<file path="src/common/bus_pkg.sv">
package bus_pkg;

    // bus widths
    localparam int ADDR_W = 32;
    localparam int DATA_W = 32;
    // one mask bit per byte lane
    localparam int WEM_W = 4;

    // top address nibble picks the slave
    localparam int REGION_W = 4;
    localparam int OFFSET_W = ADDR_W - REGION_W;

    localparam logic [REGION_W-1:0] REGION_SRAM0 = 4'h0;
    // region 1 aliases the same sram
    localparam logic [REGION_W-1:0] REGION_SRAM1 = 4'h1;
    localparam logic [REGION_W-1:0] REGION_TIMER = 4'h2;
    localparam logic [REGION_W-1:0] REGION_GPIO = 4'h4;

    // one-hot owner vector, bit positions
    localparam int OWNER_W = 5;
    localparam int OWN_IDLE = 0;
    localparam int OWN_SRAM = 1;
    localparam int OWN_TIMER = 2;
    localparam int OWN_GPIO = 3;
    localparam int OWN_ERR = 4;

    // raw address word or region/offset split
    typedef union packed {
        logic [ADDR_W-1:0] raw;
        struct packed {
            logic [REGION_W-1:0] region;
            logic [OFFSET_W-1:0] offset;
        } f;
    } bus_addr_u;

endpackage

</file>
<file path="src/common/periph_pkg.sv">
package periph_pkg;

    // sram size, word addressed
    localparam int SRAM_WORDS = 1024;
    localparam int SRAM_IDX_W = $clog2(SRAM_WORDS);

    // edges from acceptance to data_ok
    localparam int SRAM_WAIT = 2;
    localparam int SRAM_CNT_W = $clog2(SRAM_WAIT + 1);
    // timer, gpio and the error sink
    localparam int REG_WAIT = 1;

    // timer register offsets
    localparam logic [7:0] TMR_CTRL = 8'h00;
    localparam logic [7:0] TMR_COUNT = 8'h04;
    localparam logic [7:0] TMR_CMP = 8'h08;

    // gpio register offsets
    localparam logic [7:0] GPIO_OUT = 8'h00;
    localparam logic [7:0] GPIO_IN = 8'h04;

    // pin count, one full data word
    localparam int GPIO_W = 32;

endpackage

</file>
<file path="src/common/sbus_if.sv">
interface sbus_if;
    import bus_pkg::*;

    // request side, from the router
    logic [ADDR_W-1:0] addr;
    logic [DATA_W-1:0] wdata;
    logic req;
    logic we;
    logic [WEM_W-1:0] wem;

    // response side, from the slave
    logic [DATA_W-1:0] rdata;
    // combinational from req
    logic addr_ok;
    // one-cycle pulse per accepted request
    logic data_ok;

    modport master (
        output addr, wdata, req, we, wem,
        input  rdata, addr_ok, data_ok
    );

    modport slave (
        input  addr, wdata, req, we, wem,
        output rdata, addr_ok, data_ok
    );

endinterface

</file>
<file path="src/hw/periph_timer.sv">
module periph_timer (
    input  logic clk,
    input  logic rst_n,
    sbus_if.slave bus,
    output logic timer_irq_o
);
    import bus_pkg::*;
    import periph_pkg::*;

    // response delay line, one bit per wait edge
    logic [REG_WAIT-1:0] ack_sr;
    logic acc;
    logic wr_ctrl;
    logic wr_cmp;
    logic hit;
    // ctrl bits
    logic en_q;
    logic ie_q;
    logic pend_q;
    logic [DATA_W-1:0] count_q;
    logic [DATA_W-1:0] cmp_q;
    logic [DATA_W-1:0] rdata_q;

    assign bus.data_ok = ack_sr[REG_WAIT-1];
    assign bus.addr_ok = bus.req & (~|ack_sr | bus.data_ok);
    assign acc = bus.req & bus.addr_ok;
    assign bus.rdata = rdata_q;

    // ctrl bits all live in the low byte
    assign wr_ctrl = acc & bus.we & bus.wem[0] & (bus.addr[7:0] == TMR_CTRL);
    assign wr_cmp = acc & bus.we & (bus.addr[7:0] == TMR_CMP);
    // compare match only counts while running
    assign hit = en_q & (count_q == cmp_q);
    assign timer_irq_o = pend_q & ie_q;

    always_ff @(posedge clk) begin
        if (!rst_n) begin
            ack_sr <= '0;
            en_q <= 1'b0;
            ie_q <= 1'b0;
            pend_q <= 1'b0;
            count_q <= '0;
            cmp_q <= '0;
        end else begin
            ack_sr <= (ack_sr << 1) | REG_WAIT'(acc);
            if (wr_ctrl) begin
                en_q <= bus.wdata[0];
                ie_q <= bus.wdata[1];
            end
            // wrap on match, else count up
            if (hit) begin
                count_q <= '0;
            end else if (en_q) begin
                count_q <= count_q + DATA_W'(1);
            end
            // a new match beats a clear in the same cycle
            if (hit) begin
                pend_q <= 1'b1;
            end else if (wr_ctrl && bus.wdata[2]) begin
                pend_q <= 1'b0;
            end
            for (int b = 0; b < WEM_W; b++) begin
                if (wr_cmp && bus.wem[b]) begin
                    cmp_q[8*b +: 8] <= bus.wdata[8*b +: 8];
                end
            end
        end
    end

    // read data captured at acceptance
    always_ff @(posedge clk) begin
        if (acc && !bus.we) begin
            case (bus.addr[7:0])
                TMR_CTRL: rdata_q <= {{(DATA_W - 3){1'b0}}, pend_q, ie_q, en_q};
                TMR_COUNT: rdata_q <= count_q;
                TMR_CMP: rdata_q <= cmp_q;
                default: rdata_q <= '0;
            endcase
        end
    end

endmodule

</file>
<file path="src/flat_wrapper.sv">
// flat-port wrapper written by rule: the top's interface ports become plain ports
module periph_timer_flat import bus_pkg::*; import periph_pkg::*;
  (clk, rst_n, timer_irq_o, bus_addr, bus_wdata, bus_req, bus_we, bus_wem, bus_rdata, bus_addr_ok, bus_data_ok);
  sbus_if bus_i ();
  input  logic clk;
  input  logic rst_n;
  output logic timer_irq_o;
  input wire logic [$bits(bus_i.addr)-1:0] bus_addr;
  input wire logic [$bits(bus_i.wdata)-1:0] bus_wdata;
  input wire logic [$bits(bus_i.req)-1:0] bus_req;
  input wire logic [$bits(bus_i.we)-1:0] bus_we;
  input wire logic [$bits(bus_i.wem)-1:0] bus_wem;
  output wire logic [$bits(bus_i.rdata)-1:0] bus_rdata;
  output wire logic [$bits(bus_i.addr_ok)-1:0] bus_addr_ok;
  output wire logic [$bits(bus_i.data_ok)-1:0] bus_data_ok;
  assign bus_i.addr = bus_addr;
  assign bus_i.wdata = bus_wdata;
  assign bus_i.req = bus_req;
  assign bus_i.we = bus_we;
  assign bus_i.wem = bus_wem;
  assign bus_rdata = bus_i.rdata;
  assign bus_addr_ok = bus_i.addr_ok;
  assign bus_data_ok = bus_i.data_ok;
  periph_timer u_core (.clk(clk), .rst_n(rst_n), .bus(bus_i), .timer_irq_o(timer_irq_o));
endmodule
</file>
<file path="config.mk">
export PLATFORM = sky130hd
export DESIGN_NAME = periph_timer_flat
export DESIGN_NICKNAME = d
export VERILOG_FILES = /design/src/common/bus_pkg.sv /design/src/common/periph_pkg.sv /design/src/common/sbus_if.sv /design/src/hw/periph_timer.sv /design/src/flat_wrapper.sv
export SDC_FILE = /design/constraint.sdc
export NUM_CORES = 1
export LEC_CHECK = 0
export ABC_AREA = 1
export BUFFER_PORTS_ARGS = -buffer_cell sky130_fd_sc_hd__buf_2
export CORE_MARGIN = 3
export CORE_UTILIZATION = 24
export CTS_BUF_LIST = sky130_fd_sc_hd__clkbuf_2
export CTS_CLUSTER_DIAMETER = 50
export DETAILED_ROUTE_END_ITERATION = 10
export PLACE_DENSITY = 0.46
export SETUP_SLACK_MARGIN = 0.02
export SYNTH_ARGS = -nofsm -noshare
export SYNTH_HDL_FRONTEND = slang
export SYNTH_SLANG_ARGS = --single-unit
</file>
<file path="constraint.sdc">
create_clock -name clk -period 2.9 [get_ports clk]
set_clock_uncertainty 0.15 [all_clocks]
set_input_delay 0.58 -clock clk [delete_from_list [all_inputs] [get_ports clk]]
set_output_delay 0.58 -clock clk [all_outputs]
set_load 0.005 [all_outputs]
</file>
# After elaboration in Yosys (flattened, before gate mapping)
# Index checks and enable logic that the tools add are counted.
[totals]
regBits = 100
output_inout_bits = 35
wordCells = 34
[classes]
addsub = 1
eq_ne = 3
mux = 3
n_bitwise = 7
reduce_logical = 10
[op_table]
columns = ["op", "n"]
rows = [
  ["$pmux W32 S3", 1],
  ["$add A32 B1 Y32 const B", 1],
  ["$eq A32 B32 Y1", 1],
  ["$eq A8 B3 Y1 const B", 1],
  ["$eq A8 B4 Y1 const B", 1],
  ["$logic_not A8 Y1", 1],
  ["$and A1 B1 Y1", 6],
  ["$logic_and A1 B1 Y1", 6],
  ["$mux W1", 2],
  ["$reduce_bool A2 Y1", 1],
  ["$reduce_or A2 Y1", 1],
  ["$logic_not A1 Y1", 1],
  ["$not A1 Y1", 1],
]

# Logic depth before layout (Yosys ltp)
# Gate-level depths: netlist of the first run.
[logic_depth]
depth_word = 6
depth_mapped = 12

# Least setup slack after synthesis of the first run
# No wires, ideal clock.
[synth_path]
path_kind = "in2reg"
from = "input bus_req"
to = "register u_core.rdata_q[0], in the netlist u_core.bus.rdata[0], enable pin"
setup_ns = 0.422
t_arrival_ns = 1.969
required_time_ns = 2.328
setup_slack_ns = 0.359
path_stages = 2
n_path_buf = 0
cell_sequence = "inv_1 > nor2_1"
[synth_via]
elab_chain_len = 1
[synth_lines]
columns = ["element", "line", "rtl"]
rows = [
  ["start, declared", "flat_wrapper.sv:10", "input wire logic [$bits(bus_i.req)-1:0] bus_req;"],
  ["$logic_and A1 B1 Y1", "periph_timer.sv:72", "if (acc && !bus.we) begin"],
  ["end signal, assigned", "periph_timer.sv:74", "TMR_CTRL: rdata_q <= {{(DATA_W - 3){1'b0}}, pend_q, ie_q, en_q};"],
  ["end signal, assigned", "periph_timer.sv:75", "TMR_COUNT: rdata_q <= count_q;"],
  ["end signal, assigned", "periph_timer.sv:76", "TMR_CMP: rdata_q <= cmp_q;"],
  ["end, declared", "periph_timer.sv:22", "logic [DATA_W-1:0] rdata_q;"],
]
# Every way passes these cells.
# A chain may end at the register's enable or synchronous reset.

# Worst setup path in the final report of the first run
[layout_path]
from = "register u_core.count_q[0]"
to = "register u_core.count_q[14]"
[layout_via]
elab_chain_len = 3
elab_cells_between_ends = 4
[layout_lines]
columns = ["element", "line", "rtl"]
rows = [
  ["start, declared", "periph_timer.sv:20", "logic [DATA_W-1:0] count_q;"],
  ["start signal, assigned", "periph_timer.sv:54", "count_q <= count_q + DATA_W'(1);"],
  ["parallel branches: the longest is 3 deep, another holds $add A32 B1 Y32", "-", ""],
]
# Several ways; the timed one is not identified.

==> insert_results.sql, run 1 <==
INSERT INTO impl_metrics (metric_group, metric, value, unit) VALUES
('status', 'status', 'finished, final reports clean', ''),
('worst_setup_path', 'critPathMaxFanout', '5', ''),
('floorplan', 'fp.coreArea', '19700', 'um2'),
('routing', 'drt-wirelength-per-cell', '13.4', 'um'),
('worst_setup_path', 'critical_path.startpoint_type', 'flip-flop', ''),
('floorplan', 'ioPinCount', '107', ''),
('yosys', 'mapped_cells', '639', ''),
('clocking', 'clock_tree.root_cell', 'sky130_fd_sc_hd__clkbuf_2', ''),
('worst_setup_path', 'cp_cell_sequence', 'ha_1 -> nand3_1 -> nor2_1 -> nand3_1 -> nor2_1 -> nand2_1 -> xor2_1 -> nor2_1', ''),
('floorplan', 'fp.dieH', '148', 'um'),
('timing', 'final.setup.worst_slack', '0.710', 'ns'),
('routing', 'routed-via-count', '4313', ''),
('worst_setup_path', 'worstSetupStartpoint', 'u_core.count_q[0]$_SDFFE_PP0P_', ''),
('global_route', 'grt.overflow.total', '0', ''),
('global_route', 'overall_routing_resource_usage', '0.127', ''),
('timing', 'relSlewSlack', '0.605', ''),
('hold_path', 'hold_path_origin', 'bus_wdata[5]', ''),
('routing', 'wirelength', '13600', 'um'),
('worst_setup_path', 'timing.critical_path.slowest_cell_delay', '0.48', 'ns'),
('clocking', 'htreeDepth', '3', ''),
('routing', 'drt-pass1-iter-count', '5', ''),
('power_and_ir_drop', 'power_leakage', '2.14', 'nW'),
('finish', 'synthToLayoutAreaGrowth', '21.5', '%'),
('clocking', 'cts.clk_slew.worst_paths', '0.29', 'ns'),
('place', 'dpl-instance-area', '5580', 'um2'),
('run', 'count_of_max_cap_constraint_violations', '0', ''),
('finish', 'area_occupied_by_multi_input_gates', '2100', 'um2'),
('clocking', 'clock_sinks', '100', ''),
('finish', 'finalInstanceArea', '5890', 'um2'),
('place', 'place.gp.congestion', '0.808', ''),
('worst_setup_path', 'critical_path_class', 'flip-flop to flip-flop', ''),
('timing', 'period_utilisation_layout', '0.755', ''),
('floorplan', 'floorplan.initialDensity', '0.247', ''),
('floorplan', 'fp-row-count', '51', ''),
('timing', 'max_freq', '0.457', 'GHz'),
('clocking', 'numCtsBuffers', '9', ''),
('routing', 'routed_vias_inst', '4.25', ''),
('finish', 'layout.cells.most_common', 'sky130_fd_sc_hd__nand2_1', ''),
('routing', 'final_antenna_net_count', '0', ''),
('timing', 'tightestPinTransition', '0.589', 'ns'),
('global_route', 'maximum_number_of_pins_on_one_net_before_global_route_repair', '33', ''),
('worst_setup_path', 'critPathCaptureType', 'flip-flop', ''),
('place', 'pre_cts_slack', '0.467', 'ns'),
('clocking', 'clock_latency_of_the_later_clocked_register_in_the_worst_skew_pair', '0.63', 'ns'),
('worst_setup_path', 'path_delay_family', 'simple AND/OR/NAND/NOR gates', ''),
('hold_path', 'worst_hold_path_type', 'input port to flip-flop', ''),
('yosys', 'netlist-cell-type-count', '30', ''),
('worst_setup_path', 'crit_top_cell', 'sky130_fd_sc_hd__nor2_1', ''),
('global_route', 'antenna_violations_before_repair', '1', ''),
('routing', 'drc_errors', '0', ''),
('power_and_ir_drop', 'power_per_cell_area', '372', 'nW/um2'),
('timing', 'finalWorstPathRequiredPeriod', '2.19', 'ns'),
('finish', 'layout-drive-gt1-share', '0.148', ''),
('yosys', 'ys.warnings.count', '0', ''),
('yosys', 'syn-num-nets', '712', ''),
('worst_setup_path', 'timing.critical_path.slowest_stage_cell', 'sky130_fd_sc_hd__dfxtp_1', ''),
('yosys', 'post_synth.cell_area_avg', '7.59', 'um2'),
('timing', 'setup_repair_after_global_routing_missed_its_margin', 'false', ''),
('finish', 'fin_nets', '817', ''),
('yosys', 'synth_async_sr_flop_share', '0', ''),
('worst_setup_path', 'required', '3.34', 'ns'),
('floorplan', 'floorplan.die_area', '22000', 'um2'),
('worst_setup_path', 'cp.buffers_inverters', '0', ''),
('yosys', 'synth.yosys.seq_area_share', '0.479', ''),
('global_route', 'grt_first_pass_wirelength', '22000', 'um'),
('power_and_ir_drop', 'peakVddDrop', '0.000115', 'V'),
('clocking', 'clock_path_buffers', '2', ''),
('timing', 'timing_hold_violations_final', '0', ''),
('place', 'placement.io_buffers', '82', ''),
('global_route', 'number_of_global_route_vias_before_repair', '4272', ''),
('yosys', 'syn_area', '4850', 'um2');
stage by stage:
stage	utilization	std cells	hold slack [ns]	power [mW]
6_report	0.300	1016	0.0710	2.19
3_3_place_gp	0.284	975	0.316	1.60
5_1_grt	0.300	1015	0.00739	2.31
3_5_place_dp	0.284	975	0.319	1.60
2_1_floorplan	-	639	0.304	1.53
4_1_cts	0.300	1014	0.00462	2.24
routing by layer:
metal | vias up | wire [um] | track usage
li1 | 2281 | - | -
met1 | 1953 | 6840 | 0.174
met2 | 66 | 6060 | 0.204
met3 | 13 | 440 | 0.0222
met4 | 0 | 221 | 0.0443
met5 | - | 0 | 0
flip-flops by register name, summed over array words and instances, names as in the netlist:
register,cells
u_core.count_q,32
u_core.en_q,1
u_core.bus.data_ok,1
u_core.bus.rdata,32
u_core.cmp_q,32
u_core.ie_q,1
u_core.pend_q,1
path summary, 6_finish.rpt:
check	to	slack, ns	cells after the start
worst max register to register	u_core.count_q[14]$_SDFFE_PP0P_	0.71	8
worst min-delay path	u_core.cmp_q[5]$_SDFFE_PN0P_	0.07	3
worst min register to register	u_core.cmp_q[21]$_SDFFE_PN0P_	0.34	2
worst max-delay path	u_core.count_q[14]$_SDFFE_PP0P_	0.71	8
where the power goes:
group / total [mW] / internal [mW] / switching, mW
Clock: 0.595 / 0.110 / 0.486
Combinational: 0.129 / 0.0622 / 0.0667
Sequential: 1.46 / 1.46 / 0.00432
Total: 2.19 / 1.63 / 0.557
cells in the mapped netlist, types with 3 or more instances:
cell type,count,share of area
sky130_fd_sc_hd__buf_2,8,0.0083
sky130_fd_sc_hd__o22ai_1,24,0.031
sky130_fd_sc_hd__inv_1,86,0.067
sky130_fd_sc_hd__nor2_1,79,0.061
sky130_fd_sc_hd__nand2_1,150,0.12
sky130_fd_sc_hd__nand4_1,6,0.0077
sky130_fd_sc_hd__nor3_1,11,0.011
sky130_fd_sc_hd__o221ai_1,3,0.0054
sky130_fd_sc_hd__dfxtp_1,68,0.28
sky130_fd_sc_hd__a21oi_1,38,0.039
sky130_fd_sc_hd__xor2_1,27,0.049
sky130_fd_sc_hd__nand3_1,55,0.057
sky130_fd_sc_hd__xnor2_1,5,0.0090
sky130_fd_sc_hd__edfxtp_1,32,0.20
sky130_fd_sc_hd__clkbuf_1,7,0.0054
sky130_fd_sc_hd__o21ai_0,23,0.024
worst reg2reg max path, delay by kind of cell (launching register included):
family | cells | cell delay, ns
AND/OR/NAND/NOR | 6 | 1.18
flip-flops | 1 | 0.48
adder cells (fa/ha/maj) | 1 | 0.20
XOR/XNOR | 1 | 0.16
cell families (layout without fill, tap and decap cells):
family | Yosys count | after routing | share of synthesized area
flip-flops | 100 | 100 | 0.479
adder cells (fa/ha/maj) | 1 | 1 | 0.00258
AO/OA/AOI/OAI | 88 | 88 | 0.0993
AND/OR/NAND/NOR | 309 | 309 | 0.271
buffers and inverters | 109 | 219 | 0.0905
XOR/XNOR | 32 | 32 | 0.0578
other | 0 | 2 | 0
what timing repair did:
action | in CTS | in global routing
endpoints found under the hold margin | 23 | 0
endpoints found under the setup margin | 0 | 0
buffers inserted | 0 | 0
gates resized for setup | 0 | 0
hold buffers | 23 | 0
final cells by class:
class | count | area share
diodes | 2 | 0.000849
well taps | 265 | 0.0563
multi-input cells | 430 | 0.356
clock buffers | 10 | 0.00849
inverters | 89 | 0.0567
repair buffers | 114 | 0.122
clock inverters | 6 | 0.00531
flip-flops and latches | 100 | 0.394
No activity file was read; power rests on OpenSTA's default activity.
==> run 2, diff against run 1 <==
==> constraint.sdc (replaced) <==
create_clock -name clk -period 2.3 [get_ports clk]
set_clock_uncertainty 0.15 [all_clocks]
set_input_delay 0.46 -clock clk [delete_from_list [all_inputs] [get_ports clk]]
set_output_delay 0.46 -clock clk [all_outputs]
set_load 0.005 [all_outputs]
==> run 2 against run 1 <==
Sequential share of layout area is 3.2 points lower. Critical path depth is 3 higher. Sequential power is 27% higher. Via count is 4.3% higher.
==> insert_results.sql, run 2 (same netlist as run 1, synthesis figures left out) <==
INSERT INTO impl_metrics (metric_group, metric, value, unit) VALUES
('status', 'status', 'finished, final reports clean', ''),
('clocking', 'clock_tree.root_cell', 'sky130_fd_sc_hd__clkbuf_2', ''),
('worst_setup_path', 'required', '2.73', 'ns'),
('routing', 'routed_vias_inst', '4.23', ''),
('timing', 'final.setup.worst_slack', '0.177', 'ns'),
('finish', 'synthToLayoutAreaGrowth', '32.3', '%'),
('power_and_ir_drop', 'peakVddDrop', '0.000189', 'V'),
('routing', 'wirelength', '14000', 'um'),
('power_and_ir_drop', 'internal_power', '2.18', 'mW'),
('worst_setup_path', 'critical_path.startpoint_type', 'flip-flop', ''),
('clocking', 'cts.clk_slew.worst_paths', '0.28', 'ns'),
('place', 'placement.io_buffers', '82', ''),
('routing', 'routed-via-count', '4500', ''),
('global_route', 'grt.overflow.total', '0', ''),
('clocking', 'numCtsBuffers', '9', ''),
('place', 'dpl.cell_count', '981', ''),
('worst_setup_path', 'critPathCaptureType', 'flip-flop', ''),
('power_and_ir_drop', 'netSwitchingFraction', '0.248', ''),
('worst_setup_path', 'timing.critical_path.arrival', '2.55', 'ns'),
('timing', 'setup_violations', '0', ''),
('place', 'detailed_place_hpwl', '10000', 'um'),
('clocking', 'htreeDepth', '3', ''),
('finish', 'fin_nets', '867', ''),
('finish', 'commonest_non_fill_non_tap_cells_in_the_layout', '150 x sky130_fd_sc_hd__nand2_1, 86 x sky130_fd_sc_hd__inv_1, 82 x sky130_fd_sc_hd__buf_2, 76 x sky130_fd_sc_hd__nor2_1, 66 x sky130_fd_sc_hd__dfxtp_1', ''),
('timing', 'tightestPinTransition', '0.471', 'ns'),
('clocking', 'clock_path_buffers', '2', ''),
('floorplan', 'floorplan.initialDensity', '0.247', ''),
('floorplan', 'fp-row-count', '51', ''),
('timing', 'period_utilisation_layout', '0.923', ''),
('timing', 'max_freq', '0.471', 'GHz'),
('routing', 'drt-pass1-iter-count', '4', ''),
('floorplan', 'fp.dieH', '148', 'um'),
('timing', 'finalWorstPathRequiredPeriod', '2.12', 'ns'),
('timing', 'timing_hold_violations_final', '0', ''),
('floorplan', 'die_w', '148', 'um'),
('finish', 'layout.cells.most_common', 'sky130_fd_sc_hd__nand2_1', ''),
('floorplan', 'fp.coreArea', '19700', 'um2'),
('routing', 'drt-wirelength-per-cell', '13.1', 'um'),
('power_and_ir_drop', 'comb_pwr_share', '0.065', ''),
('global_route', 'maximum_number_of_pins_on_one_net_before_global_route_repair', '33', ''),
('power_and_ir_drop', 'clkPwrFrac', '0.297', ''),
('routing', 'drc_errors', '0', ''),
('floorplan', 'floorplan.die_area', '22000', 'um2'),
('worst_setup_path', 'critical_path_class', 'flip-flop to flip-flop', ''),
('power_and_ir_drop', 'power_per_cell_area', '451', 'nW/um2'),
('timing', 'setup_repair_after_global_routing_missed_its_margin', 'true', ''),
('clocking', 'clock_latency_of_the_later_clocked_register_in_the_worst_skew_pair', '0.61', 'ns'),
('floorplan', 'ioPinCount', '107', ''),
('power_and_ir_drop', 'share_seq_of_total_power', '0.638', ''),
('place', 'pre_cts_slack', '0.207', 'ns'),
('routing', 'final_antenna_net_count', '0', ''),
('finish', 'instances_no_fill', '1065', ''),
('routing', 'drt_first_iter_violations', '311', ''),
('timing', 'fin_tns_setup', '0', 'ns'),
('timing', 'relSlewSlack', '0.685', ''),
('finish', 'layout-drive-gt1-share', '0.158', ''),
('clocking', 'cts_tree', 'done', ''),
('global_route', 'grt_first_pass_wirelength', '22400', 'um'),
('hold_path', 'worstHoldPathCells', '5', ''),
('place', 'place.gp.congestion', '0.812', ''),
('clocking', 'clock_sinks', '100', ''),
('global_route', 'antenna_violations_before_repair', '1', ''),
('power_and_ir_drop', 'power_switching', '717', 'uW'),
('worst_setup_path', 'critPathMaxFanout', '6', ''),
('run', 'count_of_max_cap_constraint_violations', '0', ''),
('power_and_ir_drop', 'power_leakage', '2.32', 'nW'),
('timing', 'final.hold.worst_slack', '0.0570', 'ns'),
('worst_setup_path', 'rr_worst_depth', '11', ''),
('global_route', 'number_of_global_route_vias_before_repair', '4318', ''),
('global_route', 'overall_routing_resource_usage', '0.129', ''),
('timing', 'final-max-slew-violation-count', '0', ''),
('hold_path', 'worst_hold_path_type', 'input port to flip-flop', '');
run 2: cell types whose count changed in the layout (fill, tap and decap cells not counted), moves of 2 or more:
cell,before,now
sky130_fd_sc_hd__buf_4,8,16
sky130_fd_sc_hd__nor2_1,78,76
sky130_fd_sc_hd__dlygate4sd3_1,23,63
sky130_fd_sc_hd__buf_12,1,3
sky130_fd_sc_hd__dfxtp_2,0,2
sky130_fd_sc_hd__dfxtp_1,68,66
sky130_fd_sc_hd__clkinv_2,1,4
sky130_fd_sc_hd__nor2_2,1,3
run 2: layout make-up:
cell class              count  area (um2)
clock buffers               9        45.0
repair buffers            164        1220
multi-input cells         430        2100
diodes                      1        2.50
inverters                  89         334
flip-flops and latches    100        2320
clock inverters             7        57.6
fillers                  2218       13200
well taps                 265         332
run 2: layer usage:
metal,up-vias,routed length (um),GRT usage
li1,2378,-,-
met1,2040,7160,0.180
met2,69,6160,0.205
met3,13,446,0.0174
met4,0,214,0.0457
met5,-,0,0
run 2: repair_timing:
| action | in CTS | in global routing |
|---|---|---|
| endpoints found under the hold margin | 36 | 0 |
| hold buffers | 63 | 0 |
| endpoints found under the setup margin | 0 | 5 |
| setup buffers | 0 | 4 |
| gates resized for setup | 0 | 4 |
run 2: worst paths after layout:
path / start / end / slack (ns)
setup / recovery: u_core.count_q[17]$_SDFFE_PP0P_ / u_core.pend_q$_SDFFE_PN0P_ / 0.18
hold / removal: bus_wem[0] / u_core.en_q$_SDFFE_PN0P_ / 0.06
setup reg to reg: u_core.count_q[17]$_SDFFE_PP0P_ / u_core.pend_q$_SDFFE_PN0P_ / 0.18
hold reg to reg: u_core.ie_q$_SDFFE_PN0P_ / u_core.ie_q$_SDFFE_PN0P_ / 0.35
run 2: worst max-delay path, cell delays in order, from the launching register on:
cell and delay [ns]:
sky130_fd_sc_hd__dfxtp_1 0.50, sky130_fd_sc_hd__inv_1 0.12, sky130_fd_sc_hd__nand2_1 0.08, sky130_fd_sc_hd__nand2_1 0.05, sky130_fd_sc_hd__inv_1 0.04, sky130_fd_sc_hd__nand2_1 0.04, sky130_fd_sc_hd__nor2_1 0.16, sky130_fd_sc_hd__nand2_1 0.08
sky130_fd_sc_hd__nor2_1 0.08, sky130_fd_sc_hd__nand3_1 0.11, sky130_fd_sc_hd__a21oi_1 0.15, sky130_fd_sc_hd__dlygate4sd3_1 0.56
run 2: power by group through the flow:
stage,registers [mW],clock network (mW),logic [mW]
floorplan,1.88,0,0.0476
global placement,1.88,0,0.143
detailed placement,1.88,0,0.143
CTS,1.85,0.902,0.192
global route,1.85,0.964,0.208
finish,1.85,0.858,0.189
run 2: through the flow:
| step | cell area, um2 | total power [mW] | utilization |
|---|---|---|---|
| global route | 6420 | 3.02 | 0.327 |
| CTS | 6380 | 2.94 | 0.325 |
| finish | 6420 | 2.89 | 0.327 |
| global placement | 5650 | 2.02 | 0.287 |
| detailed placement | 5650 | 2.02 | 0.287 |
| floorplan | 4850 | 1.93 | - |
==> run 3, diff against run 2 <==
--- a/config.mk
+++ b/config.mk
@@ -7,6 +7,7 @@
 export LEC_CHECK = 0
 export ABC_AREA = 1
 export BUFFER_PORTS_ARGS = -buffer_cell sky130_fd_sc_hd__buf_2
+export CORE_ASPECT_RATIO = 1.5
 export CORE_MARGIN = 3
 export CORE_UTILIZATION = 24
 export CTS_BUF_LIST = sky130_fd_sc_hd__clkbuf_2
==> run 3 against run 2 <==
Setup slack got worse by 0.081 ns. Sequential cell count unchanged. Register-to-register slack improved by 0.10 ns. Clock power increased by 2%. First-iteration DRC count decreased by 32%. Wire length increased by 1.6%. Critical path depth decreased by 2. Via count decreased by 0.31%. Die area increased by 0.16%. Design area decreased by 1.4%.
==> insert_results.sql, run 3 (same netlist as run 1, synthesis figures left out) <==
INSERT INTO impl_metrics (metric_group, metric, value, unit) VALUES
('timing', 'max_freq', '0.454', 'GHz'),
('timing', 'finalWorstPathRequiredPeriod', '2.20', 'ns'),
('status', 'status', 'finished, final reports clean', ''),
('floorplan', 'floorplan.die_area', '22000', 'um2'),
('finish', 'fin_util', '0.320', ''),
('worst_setup_path', 'worstSetupEndpoint', 'u_core.cmp_q[4]$_SDFFE_PN0P_', ''),
('power_and_ir_drop', 'power_leakage', '2.28', 'nW'),
('worst_setup_path', 'critPathMaxFanout', '16', ''),
('clocking', 'numCtsBuffers', '9', ''),
('worst_setup_path', 'worst_r2r_startpoint', 'u_core.count_q[0]$_SDFFE_PP0P_', ''),
('worst_setup_path', 'r2r_setup_slack', '0.28', 'ns'),
('finish', 'instances_no_fill', '1050', ''),
('routing', 'routed-via-count', '4486', ''),
('hold_path', 'worst_hold_path_type', 'input port to flip-flop', ''),
('timing', 'setup_repair_after_global_routing_missed_its_margin', 'false', ''),
('place', 'placement.io_buffers', '82', ''),
('worst_setup_path', 'crit_top_cell', 'sky130_fd_sc_hd__dlygate4sd3_1', ''),
('routing', 'drt-wirelength-per-cell', '13.5', 'um'),
('worst_setup_path', 'critical_path.reg2reg.endpoint', 'u_core.count_q[18]$_SDFFE_PP0P_', ''),
('routing', 'drt_first_iter_violations', '212', ''),
('global_route', 'maximum_number_of_pins_on_one_net_before_global_route_repair', '33', ''),
('timing', 'tightestPinTransition', '0.458', 'ns'),
('power_and_ir_drop', 'peakVddDrop', '0.000249', 'V'),
('worst_setup_path', 'timing.critical_path.slowest_cell_delay', '0.57', 'ns'),
('timing', 'period_utilisation_layout', '0.958', ''),
('worst_setup_path', 'critPathCaptureType', 'flip-flop', ''),
('worst_setup_path', 'timing.critical_path.arrival', '2.58', 'ns'),
('global_route', 'overall_routing_resource_usage', '0.132', ''),
('clocking', 'clock_tree.root_cell', 'sky130_fd_sc_hd__clkbuf_2', ''),
('power_and_ir_drop', 'power_per_cell_area', '460', 'nW/um2'),
('run', 'count_of_max_cap_constraint_violations', '0', ''),
('clocking', 'clock_sinks', '100', ''),
('floorplan', 'fp.dieH', '180', 'um'),
('floorplan', 'fp-row-count', '63', ''),
('worst_setup_path', 'cp.depth', '9', ''),
('worst_setup_path', 'critical_path.startpoint_type', 'input port', ''),
('routing', 'drt-pass1-iter-count', '5', ''),
('clocking', 'post_cts_buffers', '0', ''),
('floorplan', 'fp.coreArea', '19800', 'um2'),
('worst_setup_path', 'required', '2.68', 'ns'),
('timing', 'fin_tns_setup', '0', 'ns'),
('floorplan', 'floorplan.initialDensity', '0.245', ''),
('worst_setup_path', 'path_delay_family', 'buffers and inverters', ''),
('timing', 'relSlewSlack', '0.693', ''),
('worst_setup_path', 'rr_worst_depth', '8', ''),
('clocking', 'post_cts_resized', '0', ''),
('timing', 'timing_hold_violations_final', '0', ''),
('global_route', 'grt.overflow.total', '0', ''),
('finish', 'commonest_non_fill_non_tap_cells_in_the_layout', '150 x sky130_fd_sc_hd__nand2_1, 86 x sky130_fd_sc_hd__inv_1, 82 x sky130_fd_sc_hd__buf_2, 78 x sky130_fd_sc_hd__nor2_1, 68 x sky130_fd_sc_hd__dfxtp_1', ''),
('worst_setup_path', 'worstSetupStartpoint', 'bus_req', ''),
('power_and_ir_drop', 'total_power_of_the_final_layout', '2.91', 'mW'),
('worst_setup_path', 'cp.buffers_inverters', '4', ''),
('clocking', 'htreeDepth', '3', ''),
('worst_setup_path', 'timing.critical_path.slowest_stage_cell', 'sky130_fd_sc_hd__dlygate4sd3_1', ''),
('finish', 'layout-drive-gt1-share', '0.151', ''),
('global_route', 'antenna_violations_before_repair', '1', ''),
('floorplan', 'die_w', '122', 'um'),
('place', 'dpl.cell_count', '975', ''),
('finish', 'fin_nets', '857', ''),
('clocking', 'cts.clk_slew.worst_paths', '0.28', 'ns'),
('timing', 'final.hold.worst_slack', '0.0657', 'ns'),
('clocking', 'clock_path_buffers', '2', ''),
('finish', 'synthToLayoutAreaGrowth', '30.5', '%'),
('clocking', 'cts_hold_buf', '57', ''),
('place', 'place.gp.congestion', '0.807', ''),
('worst_setup_path', 'critical_path_class', 'input port to flip-flop', ''),
('clocking', 'cts_tree', 'done', ''),
('global_route', 'grt_first_pass_wirelength', '22600', 'um'),
('routing', 'wirelength', '14200', 'um'),
('place', 'detailed_place_hpwl', '10400', 'um'),
('hold_path', 'hold_path_origin', 'bus_wem[3]', ''),
('routing', 'routed_vias_inst', '4.27', ''),
('routing', 'final_antenna_net_count', '0', ''),
('global_route', 'number_of_global_route_vias_before_repair', '4440', ''),
('timing', 'final-max-slew-violation-count', '0', ''),
('routing', 'drc_errors', '0', ''),
('floorplan', 'ioPinCount', '107', ''),
('timing', 'setup_violations', '0', ''),
('finish', 'layout.cells.most_common', 'sky130_fd_sc_hd__nand2_1', ''),
('clocking', 'clock_latency_of_the_later_clocked_register_in_the_worst_skew_pair', '0.61', 'ns'),
('worst_setup_path', 'cp_cell_sequence', 'dlygate4sd3_1 -> buf_2 -> nand2_1 -> nor2_1 -> nand3_1 -> buf_4 -> o21ai_0 -> dlygate4sd3_1 -> a21oi_1', '');
==> run 3: tightest hold or removal path, cell delays in order <==
cell,delay [ns]
sky130_fd_sc_hd__buf_2,0.15
sky130_fd_sc_hd__nand3_1,0.11
sky130_fd_sc_hd__a21oi_1,0.06
==> run 3: metrics by stage <==
| step | setup WS [ns] | instance area (um2) |
|---|---|---|
| after floorplan | 0.425 | 4850 |
| after global placement | 0.214 | 5630 |
| after detailed placement | 0.206 | 5630 |
| after CTS | 0.144 | 6320 |
| after global routing | 0.0246 | 6330 |
| final | 0.0960 | 6330 |
==> run 3: worst min path at each step <==
stage | slack, ns | cells after the start | endpoint
finish | 0.07 | 3 | u_core.cmp_q[31]$_SDFFE_PN0P_
CTS | 0.0005 | 3 | u_core.cmp_q[16]$_SDFFE_PN0P_
global route | 0.00007 | 3 | u_core.cmp_q[10]$_SDFFE_PN0P_
floorplan | 0.30 | 2 | u_core.ie_q$_SDFFE_PN0P_
global placement | 0.32 | 2 | u_core.cmp_q[16]$_SDFFE_PN0P_
detailed placement | 0.32 | 2 | u_core.ie_q$_SDFFE_PN0P_
==> run 3: cell type report <==
cell class	instances	area (um2)
timing repair buffer	154	1130
fill	2167	13500
tap	260	325
multi-input combinational	430	2100
inverter	89	334
clock buffer	10	50.0
antenna	1	2.50
sequential	100	2320
clock inverter	6	66.3
==> run 3: layer usage <==
metal	vias to the layer above	share of wire	routed length (um)	GRT usage
li1	2354	-	-	-
met1	2052	0.41	5810	0.147
met2	71	0.54	7710	0.253
met3	9	0.036	512	0.0195
met4	0	0.013	183	0.0377
met5	-	0	0	0
==> run 3: power by group <==
group	internal (mW)	switching [mW]	total (mW)
registers	1.84	0.00437	1.85
clock network	0.253	0.619	0.872
logic	0.102	0.0917	0.193
